<file path="src/verilog/line_pkg.sv">
package line_pkg;

	// ************************************************************
	// sizes
	// ************************************************************

	localparam int LINE_WIDTH = 16;
	localparam int DEPTH = 32;
	localparam int ADDR_WIDTH = $clog2(DEPTH);
	localparam int BRAM_DELAY = 2; // cycles from address to data.
	localparam int BUFF_LEN = BRAM_DELAY + 1;

	// prefetch buffer pointers and occupancy.
	localparam int PTR_WIDTH = $clog2(BUFF_LEN);
	localparam int OCC_WIDTH = $clog2(BUFF_LEN + 1);

	// ************************************************************
	// types
	// ************************************************************

	typedef logic [LINE_WIDTH-1:0] line_t;
	typedef logic [ADDR_WIDTH-1:0] line_addr_t;
	typedef logic [ADDR_WIDTH:0] line_count_t; // holds DEPTH itself.

	typedef logic [PTR_WIDTH-1:0] buff_ptr_t;
	typedef logic [OCC_WIDTH-1:0] buff_occ_t;

	// a line on its way out with its position in the store.
	typedef struct packed {
		line_addr_t index;
		line_t data;
	} play_line_t;

	typedef struct packed {
		logic write_rdy; // write mode and store not full.
		logic playing; // lines available.
		logic error; // play on an empty store.
	} player_status_t;

endpackage

</file>
<file path="src/verilog/line_bram.sv">
`timescale 1ns/1ps

module line_bram (
	input logic clk,
	input logic en,
	input logic we,
	input line_pkg::line_addr_t addr,
	input line_pkg::line_t din,
	output line_pkg::line_t dout
);

	line_pkg::line_t mem [line_pkg::DEPTH];

	// output register chain, one stage per cycle of latency.
	line_pkg::line_t rd_pipe [line_pkg::BRAM_DELAY];

	always_ff @(posedge clk) begin
		if (en) begin
			if (we) begin
				mem[addr] <= din;
			end
			rd_pipe[0] <= mem[addr]; // read first.
		end
		for (int i = 1; i < line_pkg::BRAM_DELAY; i++) begin
			rd_pipe[i] <= rd_pipe[i-1]; // always enabled.
		end
	end

	assign dout = rd_pipe[line_pkg::BRAM_DELAY-1];

endmodule

</file>
<file path="src/verilog/line_loader.sv">
`timescale 1ns/1ps

module line_loader (
	input logic clk,
	input logic rst_gen_mode,
	input logic host_req,
	input line_pkg::line_t host_data,
	input logic write_rdy,
	output logic host_ack,
	output logic wr_en,
	output line_pkg::line_t wr_data
);

	typedef enum logic [1:0] {
		ST_IDLE,
		ST_WRITE,
		ST_ACK
	} state_t;

	state_t state;
	line_pkg::line_t data_r;

	// ************************************************************
	// host handshake
	// ************************************************************

	always_ff @(posedge clk) begin
		if (rst_gen_mode) begin
			state <= ST_IDLE;
		end else begin
			case (state)
				ST_IDLE: begin
					// store full or busy playing holds the host off.
					if (host_req && write_rdy) begin
						state <= ST_WRITE;
					end
				end
				ST_WRITE: begin
					state <= ST_ACK; // strobe lasts one cycle.
				end
				ST_ACK: begin
					if (!host_req) begin
						state <= ST_IDLE;
					end
				end
				default: begin
					state <= ST_IDLE;
				end
			endcase
		end
	end

	// data is taken with the request.
	always_ff @(posedge clk) begin
		if (state == ST_IDLE && host_req && write_rdy) begin
			data_r <= host_data;
		end
	end

	assign wr_en = state == ST_WRITE;
	assign wr_data = data_r;
	assign host_ack = state == ST_ACK; // drops one cycle after req.

endmodule

</file>
<file path="src/verilog/line_player.sv">
`timescale 1ns/1ps

module line_player (
	input logic clk,
	input logic rst_gen_mode,
	input logic play,
	input logic restart,
	input logic wr_en,
	input line_pkg::line_t wr_data,
	input logic next,
	output logic ram_en,
	output logic ram_we,
	output line_pkg::line_addr_t ram_addr,
	output line_pkg::line_t ram_din,
	input line_pkg::line_t ram_dout,
	output line_pkg::play_line_t cur_line,
	output line_pkg::player_status_t status
);

	typedef enum logic [2:0] {
		ST_WRITE,
		ST_PREP,
		ST_FILL,
		ST_GEN,
		ST_SIMPLE,
		ST_LEAVE,
		ST_ERROR
	} state_t;

	state_t state;
	line_pkg::line_count_t count;
	line_pkg::line_addr_t rd_addr; // address read while vld[0] is high.
	logic [line_pkg::BUFF_LEN-1:0] vld;
	line_pkg::line_t buff [line_pkg::BUFF_LEN];
	line_pkg::buff_ptr_t place_ptr;
	line_pkg::buff_ptr_t access_ptr;
	line_pkg::buff_occ_t occ;

	logic full;
	logic land;
	logic take;
	line_pkg::line_count_t rd_next;
	line_pkg::line_count_t gen_index;

	assign full = count == line_pkg::line_count_t'(line_pkg::DEPTH);
	assign land = vld[line_pkg::BUFF_LEN-1]; // ram_dout holds a requested line.
	assign take = next && status.playing;

	// ************************************************************
	// RAM port shared by write mode and playback
	// ************************************************************

	always_comb begin
		if (state == ST_WRITE) begin
			ram_en = wr_en;
			ram_we = wr_en && !full;
			ram_addr = count[line_pkg::ADDR_WIDTH-1:0]; // append at the end.
		end else begin
			ram_en = vld[0];
			ram_we = 1'b0;
			ram_addr = rd_addr;
		end
		ram_din = wr_data;
	end

	// ************************************************************
	// current line and status
	// ************************************************************

	// buffer plus reads in flight always hold BUFF_LEN lines, so the
	// front of the buffer sits BUFF_LEN behind the next read address.
	always_comb begin
		rd_next = line_pkg::line_count_t'(rd_addr) + line_pkg::line_count_t'(vld[0]);
		if (rd_next >= line_pkg::line_count_t'(line_pkg::BUFF_LEN)) begin
			gen_index = rd_next - line_pkg::line_count_t'(line_pkg::BUFF_LEN);
		end else begin
			gen_index = rd_next + count - line_pkg::line_count_t'(line_pkg::BUFF_LEN);
		end
	end

	always_comb begin
		if (state == ST_SIMPLE) begin
			cur_line.index = line_pkg::line_addr_t'(access_ptr); // whole store in buffer.
		end else begin
			cur_line.index = gen_index[line_pkg::ADDR_WIDTH-1:0];
		end
		cur_line.data = buff[access_ptr];
		status.write_rdy = (state == ST_WRITE) && !full;
		status.playing = ((state == ST_GEN) && (occ != '0)) || (state == ST_SIMPLE);
		status.error = state == ST_ERROR;
	end

	// ************************************************************
	// control
	// ************************************************************

	always_ff @(posedge clk) begin
		if (rst_gen_mode) begin
			state <= ST_WRITE;
			count <= '0;
			rd_addr <= '0;
			vld <= '0;
			place_ptr <= '0;
			access_ptr <= '0;
			occ <= '0;
		end else begin
			vld[line_pkg::BUFF_LEN-1:1] <= vld[line_pkg::BUFF_LEN-2:0];
			vld[0] <= 1'b0;
			if (land) begin
				place_ptr <= (place_ptr == line_pkg::buff_ptr_t'(line_pkg::BUFF_LEN - 1)) ?
					'0 : place_ptr + 1'b1;
			end

			case (state)
				ST_WRITE: begin
					if (wr_en && !full) begin
						count <= count + 1'b1;
					end
					if (play) begin
						state <= ST_PREP;
					end
				end

				ST_PREP: begin
					vld <= '0; // drop reads still in flight.
					rd_addr <= '0;
					place_ptr <= '0;
					access_ptr <= '0;
					occ <= '0;
					if (!play) begin
						state <= ST_LEAVE;
					end else if (!restart) begin
						if (count == '0) begin
							state <= ST_ERROR;
						end else begin
							vld[0] <= 1'b1;
							state <= ST_FILL;
						end
					end
				end

				ST_FILL: begin
					// read lines 0 .. BUFF_LEN-1 back to back.
					if (vld[0]) begin
						rd_addr <= rd_addr + 1'b1;
						vld[0] <= rd_addr != line_pkg::line_addr_t'(line_pkg::BUFF_LEN - 1);
					end
					if (land) begin
						occ <= occ + 1'b1;
					end
					if (!play) begin
						state <= ST_LEAVE;
					end else if (restart) begin
						state <= ST_PREP;
					end else if (occ == line_pkg::buff_occ_t'(line_pkg::BUFF_LEN)) begin
						state <= (count > line_pkg::line_count_t'(line_pkg::BUFF_LEN)) ?
							ST_GEN : ST_SIMPLE;
					end
				end

				ST_GEN: begin
					occ <= occ + line_pkg::buff_occ_t'(land) - line_pkg::buff_occ_t'(take);
					if (vld[0]) begin
						rd_addr <= (line_pkg::line_count_t'(rd_addr) == count - 1'b1) ?
							'0 : rd_addr + 1'b1; // loop over the store.
					end
					if (!play) begin
						state <= ST_LEAVE;
					end else if (restart) begin
						state <= ST_PREP;
					end else if (take) begin
						access_ptr <= (access_ptr == line_pkg::buff_ptr_t'(line_pkg::BUFF_LEN - 1)) ?
							'0 : access_ptr + 1'b1;
						vld[0] <= 1'b1; // refill the slot just freed.
					end
				end

				ST_SIMPLE: begin
					if (!play) begin
						state <= ST_LEAVE;
					end else if (restart) begin
						state <= ST_PREP;
					end else if (take) begin
						access_ptr <= (line_pkg::line_count_t'(access_ptr) == count - 1'b1) ?
							'0 : access_ptr + 1'b1;
					end
				end

				ST_LEAVE: begin
					count <= '0; // store is emptied.
					state <= ST_WRITE;
				end

				ST_ERROR: begin
					if (!play) begin
						state <= ST_LEAVE;
					end
				end

				default: begin
					state <= ST_WRITE;
				end
			endcase
		end
	end

	always_ff @(posedge clk) begin
		if (land) begin
			buff[place_ptr] <= ram_dout;
		end
	end

endmodule

</file>
<file path="src/verilog/line_player_top.sv">
`timescale 1ns/1ps

module line_player_top (
	input logic clk,
	input logic rst_gen_mode,
	input logic host_req,
	input line_pkg::line_t host_data,
	input logic play,
	input logic restart,
	input logic out_ack,
	output logic host_ack,
	output logic out_req,
	output line_pkg::play_line_t out_line,
	output line_pkg::player_status_t status
);

	// loader to player.
	logic wr_en;
	line_pkg::line_t wr_data;

	// player to RAM.
	logic ram_en;
	logic ram_we;
	line_pkg::line_addr_t ram_addr;
	line_pkg::line_t ram_din;
	line_pkg::line_t ram_dout;

	// player to streamer.
	line_pkg::play_line_t cur_line;
	logic next;

	line_loader i_line_loader (
		.clk(clk),
		.rst_gen_mode(rst_gen_mode),
		.host_req(host_req),
		.host_data(host_data),
		.write_rdy(status.write_rdy),
		.host_ack(host_ack),
		.wr_en(wr_en),
		.wr_data(wr_data)
	);

	line_player i_line_player (
		.clk(clk),
		.rst_gen_mode(rst_gen_mode),
		.play(play),
		.restart(restart),
		.wr_en(wr_en),
		.wr_data(wr_data),
		.next(next),
		.ram_en(ram_en),
		.ram_we(ram_we),
		.ram_addr(ram_addr),
		.ram_din(ram_din),
		.ram_dout(ram_dout),
		.cur_line(cur_line),
		.status(status)
	);

	line_bram i_line_bram (
		.clk(clk),
		.en(ram_en),
		.we(ram_we),
		.addr(ram_addr),
		.din(ram_din),
		.dout(ram_dout)
	);

	line_streamer i_line_streamer (
		.clk(clk),
		.rst_gen_mode(rst_gen_mode),
		.cur_line(cur_line),
		.playing(status.playing),
		.out_ack(out_ack),
		.next(next),
		.out_req(out_req),
		.out_line(out_line)
	);

endmodule

</file>
<file path="src/verilog/line_streamer.sv">
`timescale 1ns/1ps

module line_streamer (
	input logic clk,
	input logic rst_gen_mode,
	input line_pkg::play_line_t cur_line,
	input logic playing,
	input logic out_ack,
	output logic next,
	output logic out_req,
	output line_pkg::play_line_t out_line
);

	typedef enum logic [1:0] {
		ST_IDLE,
		ST_NEXT,
		ST_REQ,
		ST_DROP
	} state_t;

	state_t state;

	// ************************************************************
	// output handshake
	// ************************************************************

	always_ff @(posedge clk) begin
		if (rst_gen_mode) begin
			state <= ST_IDLE;
		end else begin
			case (state)
				ST_IDLE: begin
					if (playing) begin
						state <= ST_NEXT;
					end
				end
				ST_NEXT: begin
					// req is already up here.
					state <= out_ack ? ST_DROP : ST_REQ;
				end
				ST_REQ: begin
					if (out_ack) begin
						state <= ST_DROP;
					end
				end
				ST_DROP: begin
					if (!out_ack) begin
						state <= ST_IDLE;
					end
				end
				default: begin
					state <= ST_IDLE;
				end
			endcase
		end
	end

	// held while the player moves on after next.
	always_ff @(posedge clk) begin
		if (state == ST_IDLE && playing) begin
			out_line <= cur_line;
		end
	end

	assign next = state == ST_NEXT; // one cycle per line.
	assign out_req = (state == ST_NEXT) || (state == ST_REQ);

endmodule
</file>
<file path="config.mk">
export PLATFORM = sky130hd
export DESIGN_NAME = line_player_top
export DESIGN_NICKNAME = d
export VERILOG_FILES = /design/src/verilog/line_pkg.sv /design/src/verilog/line_bram.sv /design/src/verilog/line_loader.sv /design/src/verilog/line_player.sv /design/src/verilog/line_player_top.sv /design/src/verilog/line_streamer.sv
export SDC_FILE = /design/constraint.sdc
export NUM_CORES = 1
export LEC_CHECK = 0
export BUFFER_PORTS_ARGS = -buffer_cell sky130_fd_sc_hd__buf_2
export CAP_MARGIN = 20
export CORE_MARGIN = 2
export CORE_UTILIZATION = 40
export DETAILED_ROUTE_END_ITERATION = 12
export HOLD_SLACK_MARGIN = 0.03
export SLEW_MARGIN = 10
export SYNTH_ARGS = -nofsm -noshare
export SYNTH_HDL_FRONTEND = slang
export SYNTH_SLANG_ARGS = --single-unit
</file>
<file path="constraint.sdc">
create_clock -name clk -period 4.9 [get_ports clk]
set_clock_uncertainty 0.05 [all_clocks]
set_input_delay 0.245 -clock clk [delete_from_list [all_inputs] [get_ports clk]]
set_output_delay 0.245 -clock clk [all_outputs]
set_load 0.05 [all_outputs]
</file>
==> results of run 1 <==
worst max-delay path, delay by kind of cell (launching register included):
family / cells / cell delay, ps
buf+inv: 3 / 1120
flops: 1 / 850
simple gates: 4 / 1810
flip-flops by register name, indices dropped and copies added (netlist names):
signal and cells:
i_line_player.rd_addr 5, i_line_player.occ 2, i_line_bram.rd_pipe 32, i_line_streamer.out_line 21
i_line_streamer.state 2, i_line_player.state 3, i_line_player.vld 3, i_line_bram.mem 512
i_line_player.buff 48, i_line_loader.wr_data 16, i_line_loader.state 2, i_line_player.access_ptr 2
i_line_player.place_ptr 2, i_line_player.count 6
cell families (layout without fill, tap and decap cells):
logic type,count (synthesis),after routing
AO/OA/AOI/OAI,432,432
buffers and inverters,186,329
multiplexers,155,155
XOR/XNOR,29,29
AND/OR/NAND/NOR,416,416
flip-flops,656,656
adder cells (fa/ha/maj),26,26
metrics by stage:
| stage | hold WS, ps | std cells | power [µW] |
|---|---|---|---|
| floorplan | 273 | 1900 | 9640 |
| global placement | 284 | 2833 | 11000 |
| detailed placement | 287 | 2834 | 11100 |
| CTS | 84.2 | 2983 | 16300 |
| global route | 130 | 2983 | 16800 |
| finish | 116 | 2983 | 16200 |
final timing paths:
check	endpoint	slack (ps)	from
max	i_line_bram.mem[26][13]$_DFFE_PP_	760	i_line_player.state[0]$_SDFFE_PP0P_
min	i_line_player.vld[0]$_SDFF_PP0_	120	restart
max reg2reg	i_line_bram.mem[26][13]$_DFFE_PP_	760	i_line_player.state[0]$_SDFFE_PP0P_
min reg2reg	i_line_bram.rd_pipe[0][27]$_DFF_P_	300	i_line_bram.rd_pipe[0][11]$_DFFE_PP_
power breakdown:
part	leakage [µW]	total (µW)	internal [µW]	switching [µW]
combinational	0.00345	4130	1370	2770
clock	0.00110	5220	3070	2150
sequential	0.00587	6890	6670	218
cell usage in the layout (no fill, tap or decap), drive strengths merged, types with 6 or more instances in the layout:
cell type,synthesis,final
edfxtp,613,613
buf,81,153
o21ai,133,133
nand3,115,115
clkbuf,78,98
a211oi,93,93
and3,77,77
nor2,67,67
mux4,64,64
mux2,53,53
nand2,53,53
dfxtp,43,43
mux2i,38,38
a21oi,35,35
nor2b,33,33
a221oi,31,31
inv,27,29
a32oi,27,27
ha,25,25
a32o,24,24
clkinv,0,22
dlygate4sd3,0,20
nor3,20,20
xnor2,18,18
o22ai,15,15
nand4,14,14
xor2,11,11
o31ai,11,11
o32ai,10,10
or4,10,10
o32a,9,9
a211o,8,8
a311oi,7,7
or4b,6,6
per-layer routing:
metal | wire length [µm] | up-vias | global-route usage
met4 | 3220 | 6 | 0.0827
li1 | - | 7803 | -
met2 | 36800 | 917 | 0.335
met3 | 7710 | 184 | 0.0556
met1 | 31600 | 9089 | 0.286
met5 | 29 | - | 0
timing repair:
action | in CTS | in global routing
hold buffers | 20 | 0
endpoints found under the hold margin | 23 | 0
endpoints found under the setup margin | 0 | 0
resized for setup | 0 | 0
final cells by class:
cell class,count,area [µm²]
fillers,6095,37700
flip-flops and latches,656,19300
multi-input cells,1058,8350
clock buffers,98,1960
repair buffers,173,1290
well taps,940,1180
clock inverters,31,293
inverters,27,101
==> flow_metrics.py, run 1 <==
metrics = {
    "floorplan": {
        "die_w_um": 270,
        "die_y_um": 270,
        "rows": 97,
        "die_area_um2": 73100,
        "start_util": 0.404,
        "coreArea_um2": 70100,
        "io_pins": 48,
    },
    "layout": {
        "design_area_um2": 32400,
        "layout-drive-gt1-share": 0.194,
        "final_nets": 2034,
        "utilization": 0.463,
        "diodes": 0,
        "area_growth_syn_to_layout_pct": 14.4,
    },
    "drt": {
        "vias": 17999,
        "wl_mm": 79.3,
        "firstDrtPassIters": 7,
        "via_per_inst": 6.03,
        "post-route-drc-count": 0,
        "final_antenna_net_count": 0,
        "wl_per_cell_um": 26.6,
        "drt_iter0_markers": 2051,
    },
    "run_status": {
        "outcome": "finished, final reports clean",
    },
    "min_path": {
        "hp-class": "input port to register",
        "whs_path_depth": 4,
    },
    "synthesis": {
        "synth-main-ff-cell": "edfxtp_1",
        "synthTopCellsByCount": "613 x edfxtp_1, 133 x o21ai_0, 111 x nand3_1",
        "synth_largest_area_cell": "edfxtp_1",
        "synth_compound_area_frac": 0.107,
        "synth_xor_area_frac": 0.00896,
        "synthCells": 1900,
        "synthSimpleGateAreaFrac": 0.0780,
        "synth_top_family_by_area": "compound AO/OA/AOI/OAI gates",
        "yosys_warnings": 0,
        "ys_seq_elements": 656,
        "synth_edf_count": 613,
        "seq_area_frac_synth": 0.679,
        "synthTopCellsByArea": "edfxtp_1 65%, mux4_2 5.1%, dfxtp_1 3.0%",
        "ys_types": 66,
        "syn_avg_cell_area_um2": 14.9,
        "ys_async_sr_fraction": 0,
        "synth_top_area_share": 0.649,
        "syn_nets": 1948,
        "synth_area_um2": 28400,
        "yosys.area_share.adder": 0.0117,
        "yosysMostFrequentCell": "edfxtp_1",
        "muxShareOfSynthArea": 0.0854,
    },
    "global_routing": {
        "grt_pass1_wl_mm": 117,
        "grt_usage": 0.214,
        "grt_max_degree": 146,
        "antenna_found_initial": 5,
        "grt_pass1_vias": 17686,
        "gr-total-overflow": 0,
    },
    "flow_run": {
        "drv_cap": 0,
    },
    "timing": {
        "hold_viol_final": 0,
        "finalSetupViolCount": 0,
        "drv_slew": 0,
        "fmaxAchievable_ghz": 0.241,
        "worst_pin_slew_ps": 1120,
        "fin_crit_sh": 0.845,
        "timing.slew.headroom": 0.255,
        "grt_setup_unrepaired": "no",
        "min_period_ps": 4140,
        "final.setup.worst_slack_ps": 758,
        "finalSetupTns_ps": 0,
    },
    "placed_design": {
        "place_congestion": 0.896,
        "post-place-ws_ps": 828,
        "dpl.hpwl_mm": 49.0,
        "placedInstanceArea_um2": 30000,
        "numPortBuffers": 47,
    },
    "worst_setup_path": {
        "cpPeakStageDelay_ps": 850,
        "crit_arrival_ps": 4390,
        "worstRegToRegCells": 7,
        "crit_top_cell": "buf_4",
        "path_class": "register to register",
        "cp-end-kind": "register",
        "cp_max_fo": 59,
        "critPathSlowestCell": "dfxtp_1",
        "cp.required_ps": 5150,
        "path_cells": "or4b_2 > buf_4 > and2_4 > buf_4 > nand3_2 > nor2_1 > buf_4",
        "start_kind": "register",
    },
    "clock_tree": {
        "clockBufferDepth": 3,
        "clock_latency_ps": 620,
        "cts_tree": "done",
        "clkTransAtPathRegs_ps": 60,
        "cts_setup_buffers": 0,
        "htreeDepth": 3,
        "cts_root_buf": "clkbuf_16",
        "cts_buffers": 70,
        "cts.sinks": 656,
    },
    "power_and_ir_drop": {
        "power_leakage_uw": 0.0104,
        "ir_drop_mv": 0.265,
        "p_per_area_nw_per_um2": 501,
    },
}
(Power assumes the default switching activity.)
==> run 2, diff against run 1 <==
clock period = 3.4 ns   (was 4.9 ns; I/O delays follow)
==> run 2 against run 1 <==
Sequential share of layout area shrank 1.0 points. Setup slack worse by 670 ps. Final area increased by 1.8%. Global-route usage increased by 0.55 points. Critical path type unchanged. Power grew 47%.
==> flow_metrics.py, run 2 (synthesis results as in run 1) <==
metrics = {
    "worst_setup_path": {
        "critPathSlowestCell": "or4b_1",
        "cp-end-kind": "register",
        "path_class": "register to register",
        "r2r_slack_ps": 90,
        "crit_top_cell": "buf_4",
        "worstRegToRegCells": 8,
        "cp_max_fo": 14,
        "r2r_start": "i_line_player.state[2]$_SDFFE_PP0P_",
        "cpPeakStageDelay_ps": 670,
        "start_kind": "register",
        "cp.required_ps": 3830,
        "crit_arrival_ps": 3740,
        "path_cells": "buf_4 > or4b_1 > nand2_1 > nand2_2 > buf_4 > a211oi_1 > buf_4 > or4_1",
        "reg2reg_to": "i_line_bram.rd_pipe[0][2]$_DFFE_PP_",
    },
    "clock_tree": {
        "cts_tree": "done",
        "cts_buffers": 70,
        "clockBufferDepth": 3,
        "clkTransAtPathRegs_ps": 60,
        "cts_root_buf": "clkbuf_16",
        "htreeDepth": 3,
        "cts_setup_buffers": 0,
        "clock_latency_ps": 620,
        "cts.sinks": 656,
    },
    "min_path": {
        "whs_path_depth": 5,
        "hp-class": "input port to register",
        "min-delay-start": "restart",
        "whs_endpoint": "i_line_player.state[2]$_SDFFE_PP0P_",
    },
    "floorplan": {
        "io_pins": 48,
        "coreArea_um2": 70100,
        "die_y_um": 270,
        "start_util": 0.404,
        "rows": 97,
        "die_area_um2": 73100,
        "die_w_um": 270,
    },
    "timing": {
        "timing.slew.headroom": 0.327,
        "grt_setup_unrepaired": "yes",
        "fin_crit_sh": 0.974,
        "min_period_ps": 3310,
        "final.setup.worst_slack_ps": 90.0,
        "hold_viol_final": 0,
        "finalSetupTns_ps": 0,
        "finalSetupViolCount": 0,
        "worst_pin_slew_ps": 1010,
        "fmaxAchievable_ghz": 0.302,
        "drv_slew": 0,
    },
    "power_and_ir_drop": {
        "p_switching_uw": 7590,
        "total_power_uw": 23900,
        "clock_power_share": 0.318,
        "combinationalPowerShare": 0.275,
        "ir_drop_mv": 0.445,
        "p_sw_frac": 0.318,
        "power_leakage_uw": 0.0107,
        "pwr-share-seq": 0.407,
        "cell_internal_pwr_uw": 16300,
        "p_per_area_nw_per_um2": 724,
    },
    "layout": {
        "nFillCells": 6071,
        "mostFrequentLayoutCells": "613 x edfxtp_1, 134 x buf_4, 132 x o21ai_0, 111 x nand3_1, 90 x a211oi_1",
        "final_nets": 2083,
        "largest-register": "i_line_bram.mem",
        "largest_reg_flops": 512,
        "top_regs": "i_line_bram.mem: 512 flops, i_line_player.buff: 48 flops, i_line_bram.rd_pipe: 32 flops",
        "layout-drive-gt1-share": 0.213,
        "final_common_cell": "edfxtp_1",
        "area_growth_syn_to_layout_pct": 16.4,
    },
    "placed_design": {
        "numPortBuffers": 47,
        "place_congestion": 0.902,
        "dpl.hpwl_mm": 50.7,
        "post-place-ws_ps": 54.1,
    },
    "global_routing": {
        "gr-total-overflow": 0,
        "grt_usage": 0.220,
        "grt_pass1_vias": 17726,
        "grt_pass1_wl_mm": 119,
        "antenna_found_initial": 1,
        "grt_max_degree": 59,
    },
    "flow_run": {
        "drv_cap": 0,
    },
    "drt": {
        "wl_per_cell_um": 26.6,
        "via_per_inst": 6.02,
        "drt_iter0_markers": 2062,
        "vias": 18233,
        "final_antenna_net_count": 0,
        "wl_mm": 80.7,
        "post-route-drc-count": 0,
        "firstDrtPassIters": 8,
    },
    "run_status": {
        "outcome": "finished, final reports clean",
    },
}
[run 2: what timing repair did]
action | CTS | global route
gates resized for setup | 0 | 2
hold buffers | 22 | 0
endpoints found under the setup margin | 0 | 3
endpoints found under the hold margin | 34 | 0
[run 2: cell type report]
| class | count | area, µm² | area share |
|---|---|---|---|
| tap | 940 | 1180 | 0.0356 |
| clock inverter | 36 | 348 | 0.0105 |
| multi-input combinational | 1058 | 8350 | 0.253 |
| clock buffer | 90 | 1920 | 0.0582 |
| timing repair buffer | 222 | 1840 | 0.0558 |
| sequential | 656 | 19300 | 0.584 |
| antenna | 1 | 2.50 | 0.0000758 |
| inverter | 27 | 101 | 0.00307 |
[run 2: stage by stage]
stage	instance area (µm²)	std cells	hold WS, ps	utilization
6_report	33000	3030	113	0.471
5_1_grt	33000	3029	118	0.471
4_1_cts	33000	3029	72.9	0.471
3_5_place_dp	30500	2881	277	0.435
3_3_place_gp	30500	2881	279	0.435
2_1_floorplan	28400	1900	219	-
[run 2: routing by layer]
layer  up-vias  track usage  share of wire
li1       7911            -              -
met1      9307        0.305           0.41
met2       873        0.348           0.47
met3       142       0.0413          0.086
met4         0       0.0747          0.033
met5         -            0              0
[run 2: worst max path at each step]
stage,startpoint,endpoint
floorplan,i_line_player.state[0]$_SDFFE_PP0P_,i_line_bram.mem[0][0]$_DFFE_PP_
global placement,i_line_player.state[2]$_SDFFE_PP0P_,i_line_bram.rd_pipe[0][1]$_DFFE_PP_
detailed placement,i_line_player.state[2]$_SDFFE_PP0P_,i_line_bram.rd_pipe[0][1]$_DFFE_PP_
CTS,i_line_player.state[2]$_SDFFE_PP0P_,i_line_bram.rd_pipe[0][1]$_DFFE_PP_
global route,i_line_player.state[2]$_SDFFE_PP0P_,i_line_bram.rd_pipe[0][1]$_DFFE_PP_
finish,i_line_player.state[2]$_SDFFE_PP0P_,i_line_bram.rd_pipe[0][2]$_DFFE_PP_
[run 2: worst max-delay path: cells and delay by family (launching register included)]
family	cells	cell delay, ps
AOI/OAI and AO/OA	1	550
buffers and inverters	3	690
DFF	1	340
and+or+nand+nor	4	1540
[run 2: power groups by stage]
| stage | registers, µW | clock network [µW] | logic [µW] |
|---|---|---|---|
| after floorplan | 10200 | 0 | 3640 |
| after global routing | 9760 | 8000 | 6930 |
| after global placement | 9890 | 0 | 6390 |
| final | 9730 | 7590 | 6570 |
| after CTS | 9730 | 7700 | 6510 |
| after detailed placement | 9900 | 0 | 6470 |
